===== config.mk =====
export PLATFORM = sky130hd
export DESIGN_NAME = decoding_graph
export DESIGN_NICKNAME = d
export VERILOG_FILES = /design/src/logic/decoding_graph_pkg.sv /design/src/logic/decoding_graph.sv /design/src/logic/neighbor_link.sv /design/src/logic/processing_unit.sv
export VERILOG_INCLUDE_DIRS = /design/src /design/src/include
export SDC_FILE = /design/constraint.sdc
export NUM_CORES = 1
export LEC_CHECK = 0
export ABC_AREA = 1
export BUFFER_PORTS_ARGS = -buffer_cell sky130_fd_sc_hd__buf_2
export CORE_MARGIN = 2
export CORE_UTILIZATION = 40
export DETAILED_ROUTE_END_ITERATION = 8
export PLACE_DENSITY_LB_ADDON = 0.2
export SETUP_SLACK_MARGIN = 0.3
export SYNTH_ARGS = -nofsm -noshare
export SYNTH_HDL_FRONTEND = slang
export SYNTH_SLANG_ARGS = --single-unit

===== constraint.sdc =====
create_clock -name clk -period 4.4 [get_ports clk]
set_input_delay 0.66 -clock clk [delete_from_list [all_inputs] [get_ports clk]]
set_output_delay 0.66 -clock clk [all_outputs]
set_load 0.03 [all_outputs]

===== src/include/decoding_graph_params.svh =====
`ifndef DECODING_GRAPH_PARAMS_SVH
`define DECODING_GRAPH_PARAMS_SVH

// stabilizer rows in one measurement round
`define GRID_WIDTH_X 4

// measurement rounds held in the graph at once
`define GRID_WIDTH_U 3

// growth a link needs before it counts as fully grown
`define MAX_WEIGHT 2

// address fields, round in the upper bits and row in the lower bits
`define X_BIT_WIDTH ($clog2(`GRID_WIDTH_X))
`define U_BIT_WIDTH ($clog2(`GRID_WIDTH_U))
`define ADDRESS_WIDTH (`X_BIT_WIDTH + `U_BIT_WIDTH)

// one unit per row and round
`define PU_COUNT (`GRID_WIDTH_X * `GRID_WIDTH_U)

// counter wide enough to hold MAX_WEIGHT
`define LINK_BIT_WIDTH ($clog2(`MAX_WEIGHT + 1))

// north, south, down and up
`define NEIGHBOR_COUNT 4

`endif


===== src/logic/decoding_graph_pkg.sv =====
`include "decoding_graph_params.svh"

package decoding_graph_pkg;

    // stage code driven by the outside controller
    typedef enum logic [2:0] {
        STAGE_IDLE                = 3'd0,
        STAGE_MEASUREMENT_LOADING = 3'd1,
        STAGE_GROW                = 3'd2,
        STAGE_MERGE               = 3'd3,
        STAGE_RESULT_VALID        = 3'd4
    } stage_e;

    // round * GRID_WIDTH_X + row, so lower rounds win the min-root race
    typedef logic [`ADDRESS_WIDTH-1:0] address_t;

    // all ones never wins a min compare against a real unit
    localparam address_t NO_ROOT = '1;

    // slot of a neighbor in the per-unit neighbor vectors
    typedef enum logic [1:0] {
        DIR_NORTH = 2'd0,
        DIR_SOUTH = 2'd1,
        DIR_DOWN  = 2'd2,
        DIR_UP    = 2'd3
    } neighbor_dir_e;

    // internal links join two units
    // boundary links have a unit on side a only
    // virtual links close the top round and never grow
    typedef enum logic [1:0] {
        LINK_INTERNAL = 2'd0,
        LINK_BOUNDARY = 2'd1,
        LINK_VIRTUAL  = 2'd2
    } link_kind_e;

endpackage


===== src/logic/decoding_graph.sv =====
`include "decoding_graph_params.svh"

module decoding_graph (
    input  logic                                                clk,
    input  logic                                                rst_n_i,
    input  decoding_graph_pkg::stage_e                          global_stage_i,
    input  logic [`GRID_WIDTH_X-1:0]                            measurements_i,
    output wire decoding_graph_pkg::address_t [`PU_COUNT-1:0]   roots_o,
    output wire [`PU_COUNT-1:0]                                 boundary_o,
    output wire [`PU_COUNT-1:0]                                 defects_o,
    output wire [`PU_COUNT-1:0]                                 busy_o
);

    // growth request of each unit, indexed like the outputs
    wire [`PU_COUNT-1:0] pu_increase;

    // gated neighbor data, one slot per direction, written by the links
    wire decoding_graph_pkg::address_t [`NEIGHBOR_COUNT-1:0] nb_root [`PU_COUNT];
    wire [`NEIGHBOR_COUNT-1:0] nb_boundary [`PU_COUNT];

    genvar u;
    genvar x;
    genvar e;
    genvar k;

    // unit array
    for (u = 0; u < `GRID_WIDTH_U; u++) begin : g_round
        for (x = 0; x < `GRID_WIDTH_X; x++) begin : g_row
            localparam int IDX = u * `GRID_WIDTH_X + x;
            // round in the upper field, row in the lower
            localparam decoding_graph_pkg::address_t ADDR =
                decoding_graph_pkg::address_t'((u << `X_BIT_WIDTH) + x);

            wire meas_in;

            // top round takes the fresh word, lower rounds take the round above
            if (u == `GRID_WIDTH_U - 1) begin : g_top
                assign meas_in = measurements_i[x];
            end else begin : g_shift
                assign meas_in = defects_o[IDX + `GRID_WIDTH_X];
            end

            processing_unit #(
                .ADDRESS(ADDR)
            ) u_pu (
                .clk                 (clk),
                .rst_n_i             (rst_n_i),
                .global_stage_i      (global_stage_i),
                .measurement_i       (meas_in),
                .measurement_o       (defects_o[IDX]),
                .neighbor_root_i     (nb_root[IDX]),
                .neighbor_boundary_i (nb_boundary[IDX]),
                .increase_o          (pu_increase[IDX]),
                .root_o              (roots_o[IDX]),
                .boundary_o          (boundary_o[IDX]),
                .busy_o              (busy_o[IDX])
            );
        end
    end

    // north/south links inside each round
    // edge e sits between row e-1 and row e, edges 0 and GRID_WIDTH_X are row ends
    for (u = 0; u < `GRID_WIDTH_U; u++) begin : g_ns_round
        for (e = 0; e <= `GRID_WIDTH_X; e++) begin : g_ns_edge
            localparam bit LOW_END  = (e == 0);
            localparam bit HIGH_END = (e == `GRID_WIDTH_X);
            localparam bit HAS_B    = !LOW_END && !HIGH_END;
            localparam decoding_graph_pkg::link_kind_e KIND = HAS_B ?
                decoding_graph_pkg::LINK_INTERNAL : decoding_graph_pkg::LINK_BOUNDARY;
            // side a is the row above the edge, or row 0 at the low end
            localparam int A_IDX = u * `GRID_WIDTH_X + (LOW_END ? 0 : e - 1);
            localparam decoding_graph_pkg::neighbor_dir_e A_DIR = LOW_END ?
                decoding_graph_pkg::DIR_NORTH : decoding_graph_pkg::DIR_SOUTH;
            // no b side at the ends, point at side a so the index stays legal
            localparam int B_IDX = HAS_B ? u * `GRID_WIDTH_X + e : A_IDX;

            wire decoding_graph_pkg::address_t b_root;
            wire b_boundary;

            neighbor_link #(
                .LINK_KIND(KIND)
            ) u_link (
                .clk            (clk),
                .rst_n_i        (rst_n_i),
                .global_stage_i (global_stage_i),
                .a_increase_i   (pu_increase[A_IDX]),
                .b_increase_i   (HAS_B ? pu_increase[B_IDX] : 1'b0),
                .a_root_i       (roots_o[A_IDX]),
                .b_root_i       (HAS_B ? roots_o[B_IDX] : decoding_graph_pkg::NO_ROOT),
                .a_boundary_i   (boundary_o[A_IDX]),
                .b_boundary_i   (HAS_B ? boundary_o[B_IDX] : 1'b0),
                .a_root_o       (nb_root[A_IDX][A_DIR]),
                .b_root_o       (b_root),
                .a_boundary_o   (nb_boundary[A_IDX][A_DIR]),
                .b_boundary_o   (b_boundary)
            );

            if (HAS_B) begin : g_b_side
                assign nb_root[B_IDX][decoding_graph_pkg::DIR_NORTH]     = b_root;
                assign nb_boundary[B_IDX][decoding_graph_pkg::DIR_NORTH] = b_boundary;
            end
        end
    end

    // up/down links between rounds
    // level k sits under round k, level GRID_WIDTH_U is above the top round
    for (k = 0; k <= `GRID_WIDTH_U; k++) begin : g_ud_level
        for (x = 0; x < `GRID_WIDTH_X; x++) begin : g_ud_row
            localparam bit BOTTOM = (k == 0);
            localparam bit TOP    = (k == `GRID_WIDTH_U);
            localparam bit HAS_B  = !BOTTOM && !TOP;
            // real boundary below round 0, virtual edge above the top round
            localparam decoding_graph_pkg::link_kind_e KIND =
                BOTTOM ? decoding_graph_pkg::LINK_BOUNDARY :
                TOP    ? decoding_graph_pkg::LINK_VIRTUAL  :
                         decoding_graph_pkg::LINK_INTERNAL;
            // side a is the round under the level, or round 0 at the bottom
            localparam int A_IDX = (BOTTOM ? 0 : k - 1) * `GRID_WIDTH_X + x;
            localparam decoding_graph_pkg::neighbor_dir_e A_DIR = BOTTOM ?
                decoding_graph_pkg::DIR_DOWN : decoding_graph_pkg::DIR_UP;
            localparam int B_IDX = HAS_B ? k * `GRID_WIDTH_X + x : A_IDX;

            wire decoding_graph_pkg::address_t b_root;
            wire b_boundary;

            neighbor_link #(
                .LINK_KIND(KIND)
            ) u_link (
                .clk            (clk),
                .rst_n_i        (rst_n_i),
                .global_stage_i (global_stage_i),
                .a_increase_i   (pu_increase[A_IDX]),
                .b_increase_i   (HAS_B ? pu_increase[B_IDX] : 1'b0),
                .a_root_i       (roots_o[A_IDX]),
                .b_root_i       (HAS_B ? roots_o[B_IDX] : decoding_graph_pkg::NO_ROOT),
                .a_boundary_i   (boundary_o[A_IDX]),
                .b_boundary_i   (HAS_B ? boundary_o[B_IDX] : 1'b0),
                .a_root_o       (nb_root[A_IDX][A_DIR]),
                .b_root_o       (b_root),
                .a_boundary_o   (nb_boundary[A_IDX][A_DIR]),
                .b_boundary_o   (b_boundary)
            );

            if (HAS_B) begin : g_b_side
                assign nb_root[B_IDX][decoding_graph_pkg::DIR_DOWN]     = b_root;
                assign nb_boundary[B_IDX][decoding_graph_pkg::DIR_DOWN] = b_boundary;
            end
        end
    end

endmodule


===== src/logic/neighbor_link.sv =====
`include "decoding_graph_params.svh"

module neighbor_link #(
    parameter decoding_graph_pkg::link_kind_e LINK_KIND = decoding_graph_pkg::LINK_INTERNAL
) (
    input  logic                            clk,
    input  logic                            rst_n_i,
    input  decoding_graph_pkg::stage_e      global_stage_i,
    input  logic                            a_increase_i,
    input  logic                            b_increase_i,
    input  decoding_graph_pkg::address_t    a_root_i,
    input  decoding_graph_pkg::address_t    b_root_i,
    input  logic                            a_boundary_i,
    input  logic                            b_boundary_i,
    output decoding_graph_pkg::address_t    a_root_o,
    output decoding_graph_pkg::address_t    b_root_o,
    output logic                            a_boundary_o,
    output logic                            b_boundary_o
);

    localparam int unsigned GROWTH_WIDTH = `LINK_BIT_WIDTH;
    // one spare bit so both sides growing at once cannot wrap
    localparam int unsigned SUM_WIDTH = GROWTH_WIDTH + 1;
    localparam logic [GROWTH_WIDTH-1:0] FULL_WEIGHT = GROWTH_WIDTH'(`MAX_WEIGHT);

    logic [GROWTH_WIDTH-1:0] growth_q;
    logic [SUM_WIDTH-1:0] step;
    logic [SUM_WIDTH-1:0] growth_sum;
    logic fully_grown;

    // each side with a defect adds one per grow cycle
    always_comb begin
        step = '0;
        if (LINK_KIND != decoding_graph_pkg::LINK_VIRTUAL) begin
            step = SUM_WIDTH'(a_increase_i);
            if (LINK_KIND == decoding_graph_pkg::LINK_INTERNAL) begin
                step = step + SUM_WIDTH'(b_increase_i);
            end
        end
        growth_sum = SUM_WIDTH'(growth_q) + step;
        // saturate at the edge weight
        if (growth_sum > SUM_WIDTH'(FULL_WEIGHT)) begin
            growth_sum = SUM_WIDTH'(FULL_WEIGHT);
        end
    end

    always_ff @(posedge clk or negedge rst_n_i) begin
        if (!rst_n_i) begin
            growth_q <= '0;
        end else if (global_stage_i == decoding_graph_pkg::STAGE_MEASUREMENT_LOADING) begin
            growth_q <= '0;
        end else if (global_stage_i == decoding_graph_pkg::STAGE_GROW) begin
            growth_q <= growth_sum[GROWTH_WIDTH-1:0];
        end
    end

    assign fully_grown = (growth_q == FULL_WEIGHT);

    // nothing crosses until the edge is full
    always_comb begin
        a_root_o     = decoding_graph_pkg::NO_ROOT;
        b_root_o     = decoding_graph_pkg::NO_ROOT;
        a_boundary_o = 1'b0;
        b_boundary_o = 1'b0;
        if (fully_grown) begin
            if (LINK_KIND == decoding_graph_pkg::LINK_BOUNDARY) begin
                // boundary offers no root, only the flag
                a_boundary_o = 1'b1;
            end else begin
                a_root_o     = b_root_i;
                a_boundary_o = b_boundary_i;
                b_root_o     = a_root_i;
                b_boundary_o = a_boundary_i;
            end
        end
    end

endmodule


===== src/logic/processing_unit.sv =====
`include "decoding_graph_params.svh"

module processing_unit #(
    parameter decoding_graph_pkg::address_t ADDRESS = '0
) (
    input  logic                                                clk,
    input  logic                                                rst_n_i,
    input  decoding_graph_pkg::stage_e                          global_stage_i,
    input  logic                                                measurement_i,
    output logic                                                measurement_o,
    input  decoding_graph_pkg::address_t [`NEIGHBOR_COUNT-1:0]  neighbor_root_i,
    input  logic [`NEIGHBOR_COUNT-1:0]                          neighbor_boundary_i,
    output logic                                                increase_o,
    output decoding_graph_pkg::address_t                        root_o,
    output logic                                                boundary_o,
    output logic                                                busy_o
);

    // syndrome bit of this stabilizer in this round
    logic defect_q;

    // merge candidates for the next cycle
    decoding_graph_pkg::address_t min_root;
    logic merged_boundary;

    // lowest address offered by any grown link, links that are not grown offer all ones
    always_comb begin
        min_root = root_o;
        for (int n = 0; n < `NEIGHBOR_COUNT; n++) begin
            if (neighbor_root_i[n] < min_root) begin
                min_root = neighbor_root_i[n];
            end
        end
        // a boundary anywhere in the cluster spreads to every member
        merged_boundary = boundary_o | (|neighbor_boundary_i);
    end

    always_ff @(posedge clk or negedge rst_n_i) begin
        if (!rst_n_i) begin
            defect_q   <= 1'b0;
            root_o     <= ADDRESS;
            boundary_o <= 1'b0;
            busy_o     <= 1'b0;
        end else begin
            case (global_stage_i)
                decoding_graph_pkg::STAGE_MEASUREMENT_LOADING: begin
                    // shift one round down, every unit starts as its own cluster
                    defect_q   <= measurement_i;
                    root_o     <= ADDRESS;
                    boundary_o <= 1'b0;
                    busy_o     <= 1'b0;
                end
                decoding_graph_pkg::STAGE_MERGE: begin
                    root_o     <= min_root;
                    boundary_o <= merged_boundary;
                    // any change may still ripple to the neighbors next cycle
                    busy_o     <= (min_root != root_o) || (merged_boundary != boundary_o);
                end
                default: begin
                    busy_o <= 1'b0;
                end
            endcase
        end
    end

    // defect moves on to the round below during loading
    assign measurement_o = defect_q;

    // links only count this while the stage is grow
    assign increase_o = defect_q;

endmodule

==> impl_metrics.ini <==
[run_status]
status = finished clean

[synthesis]
synth.ff_latch_count = 138
synthTopCellsByArea = dfrtp_1 (24%), ha_1 (19%), nand2_1 (10%)
synth_area_sq_mm = 0.0124
avgSynthCellArea_sq_um = 7.38
syn_nets = 1897
synth_top_area_frac = 0.238
postSynthCellCount = 1682
synth_seq_area_share = 0.280
yosysTopAreaCell = dfrtp_1
yosys_warnings = 0
synthDistinctLibCells = 41

[power_and_ir_drop]
peakVddDrop_mv = 0.269
power_frac_seq = 0.191
power_frac_clock = 0.137
power_density_mw_per_mm2 = 783
swShare = 0.516
p_int_mw = 5.55
netSwitchingPower_mw = 5.93
comb_power_share = 0.671
p_leak_nw = 7.27

[setup_path]
cp.arrival_ps = 4700
rrSetupSlack_ps = 7
cp_slowest_cell = dfrtp_1
worstSetupStartpointType = register
crit_required_ps = 4710
crit_path_frequent_cell = nand2_2
critPathMaxStageDelay_ps = 360
crit_fanout = 5
end_kind = register
worst-setup-path-type = reg2reg

[sta]
maxSlewViolCount = 0
setup_tns_ps = 0
whs_ps = 314
rsz0062_at_grt = true
max_freq_mhz = 228
hold_viol_final = 0
slew_headroom = 0.388
worstMarginPinSlew_ps = 918
period_share = 0.998
finalCriticalPeriod_ps = 4390
fin_skew_ps = 12.8
setup_viol = 0

[placed_design]
dp_hpwl_um = 26000
gp_congestion = 0.893
portBuffers = 92

[clocking]
htree_levels = 4
cts.sinks = 138
hold_buffers = 0
clk_path_buf_depth = 2
clk_latency_ps = 440
clk_pin_slew_ps = 60
tritoncts = done
cts_buffers = 17
ctsRootBufferMaster = clkbuf_16

[cells_and_area]
antenna_cells = 0
syn_to_final_growth_pct = 18.2
multi_input_area_sq_mm = 0.00786
drive_gt1_frac = 0.204
final_nets = 2025
nFillCells = 3057
ff_latch_area_sq_mm = 0.00348

[floorplanning]
rows = 64
core_sq_mm = 0.0306
num_io_pins = 93
fp.dieH_um = 180
initial_core_util = 0.406
dieArea_sq_mm = 0.0325
die_width_um = 180

[global_routing]
antenna_found_initial = 0
grt_first_pass_wirelength_um = 57300
grt_max_degree = 89
overflow = 0
grt_use_total = 0.219
grt_pass1_vias = 11156

[routing]
drt_first_pass_iters = 5
highest_layer = met4
ant_nets = 0
vias = 11444
drt-initial-drc-count = 747
met1_length_um = 16800
wl_met2_um = 16900
routed_wl_um = 36100
drc = 0
routed_via_density = 5.16
wl_met3_um = 1530
wl_per_cell_um = 16.2

[job]
max_cap_violations = 0

[min_path]
hold_path.class = in2async
[cell families (layout without fill, tap and decap cells)]
| family | Yosys count | after routing | synth area share |
|---|---|---|---|
| flops | 138 | 138 | 0.280 |
| simple gates | 612 | 613 | 0.209 |
| mux | 4 | 4 | 0.00363 |
| xor+xnor | 17 | 17 | 0.0120 |
| compound gates | 341 | 341 | 0.156 |
| fa+ha+maj | 206 | 206 | 0.218 |
| buf+inv | 364 | 504 | 0.121 |
[registers in the layout (all words and copies together), names as in the netlist]
signal,count
g_round.g_row.u_pu.root_o,48
g_ns_round.g_ns_edge.u_link.growth_q,30
g_round.g_row.u_pu.boundary_o,12
g_ud_level.g_ud_row.u_link.growth_q,24
g_round.g_row.u_pu.increase_o,12
g_round.g_row.u_pu.busy_o,12
[placed cells by master, fill, tap and decap left out, types with 5 or more instances in the layout]
cell / Yosys / routed
o21ai_1: 46 / 53
buf_4: 36 / 79
a21oi_4: 0 / 6
inv_1: 279 / 271
ha_1: 189 / 182
dfstp_2: 20 / 20
nand2_2: 19 / 35
xor2_1: 15 / 15
a21oi_2: 2 / 13
nand2_1: 342 / 316
o22ai_1: 70 / 68
o21ai_2: 2 / 7
a21oi_1: 75 / 58
buf_2: 1 / 91
inv_2: 17 / 26
nor2_4: 5 / 9
o21a_1: 15 / 15
nand3_2: 1 / 8
nor2_1: 123 / 116
nor2_2: 5 / 9
nand2_4: 6 / 15
nand3_1: 104 / 97
dfrtp_1: 118 / 114
a221oi_1: 10 / 10
clkbuf_16: 0 / 17
o21ai_0: 100 / 86
fa_1: 17 / 17
o211ai_1: 9 / 9
ha_4: 0 / 5
[worst paths after layout]
check | start | to | depth (start not counted)
max | g_ns_round[1].g_ns_edge[1].u_link.growth_q[1] | g_round[1].g_row[1].u_pu.busy_o | 38
min | rst_n_i | g_ns_round[0].g_ns_edge[4].u_link.growth_q[0] | 1
max reg2reg | g_ns_round[1].g_ns_edge[1].u_link.growth_q[1] | g_round[1].g_row[1].u_pu.busy_o | 38
min reg2reg | g_ud_level[0].g_ud_row[3].u_link.growth_q[0] | g_ud_level[0].g_ud_row[3].u_link.growth_q[0] | 2
max in group asynchronous | rst_n_i | g_round[1].g_row[3].u_pu.root_o[1] | 2
min in group clk | measurements_i[0] | g_round[2].g_row[0].u_pu.increase_o | 2
[cells in the mapped netlist, drive strengths merged]
master / n
nand2: 367
inv: 296
ha: 189
o21ai: 148
nor2: 133
dfrtp: 118
nand3: 105
a21oi: 77
o22ai: 70
buf: 38
clkbuf: 27
dfstp: 20
fa: 17
o21a: 15
xor2: 15
a221oi: 10
o211ai: 9
mux2: 4
nand4: 4
a31oi: 3
clkinv: 3
o221ai: 3
a21boi: 2
and2: 2
o21bai: 2
xnor2: 2
a211oi: 1
a21o: 1
nand3b: 1
[power by group through the flow]
stage          clock (mW)  sequential, mW  combinational (mW)
4_1_cts              1.60            2.20                7.17
6_report             1.58            2.20                7.71
3_5_place_dp            0            2.22                6.83
5_1_grt              1.65            2.25                8.77
3_3_place_gp            0            2.21                6.65
2_1_floorplan           0            2.39                5.01
[through the flow]
stage | worst slack [ps] | instance area, sq um | power, mW | utilization | std cells
3_3_place_gp | 79.1 | 13300 | 8.86 | 0.434 | 2134
6_report | 6.64 | 14700 | 11.5 | 0.480 | 2219
4_1_cts | 167 | 14200 | 11.0 | 0.465 | 2204
2_1_floorplan | 217 | 12500 | 7.40 | - | 1682
5_1_grt | -277 | 14700 | 12.7 | 0.480 | 2219
3_5_place_dp | -49.9 | 13300 | 9.04 | 0.434 | 2134
[final cells by class]
cell class                 instances  area share
clock buffer                      20      0.0304
clock inverter                    12      0.0119
inverter                         299      0.0768
multi-input combinational       1181       0.536
sequential                       138       0.237
tap                              396      0.0338
timing repair buffer             173      0.0738
[worst max-delay path: cells and delay by family, from the launching register on]
| family | cells | cell delay, ps |
|---|---|---|
| buf+inv | 9 | 660 |
| fa+ha+maj | 4 | 980 |
| compound gates | 7 | 800 |
| flops | 1 | 360 |
| simple gates | 18 | 1480 |
[metal layers]
metal  global-route usage  vias up
met5                    0        -
met4               0.0642        0
met3               0.0362       56
met2                0.367      253
met1                0.290     5446
li1                     -     5689
[what timing repair did]
item,in CTS,in global routing
setup buffers,38,14
endpoints found under the setup margin,11,18
gates resized for setup,12,86
cloned,0,1
pin swaps,24,48
Power figures use the tool's default switching activity.
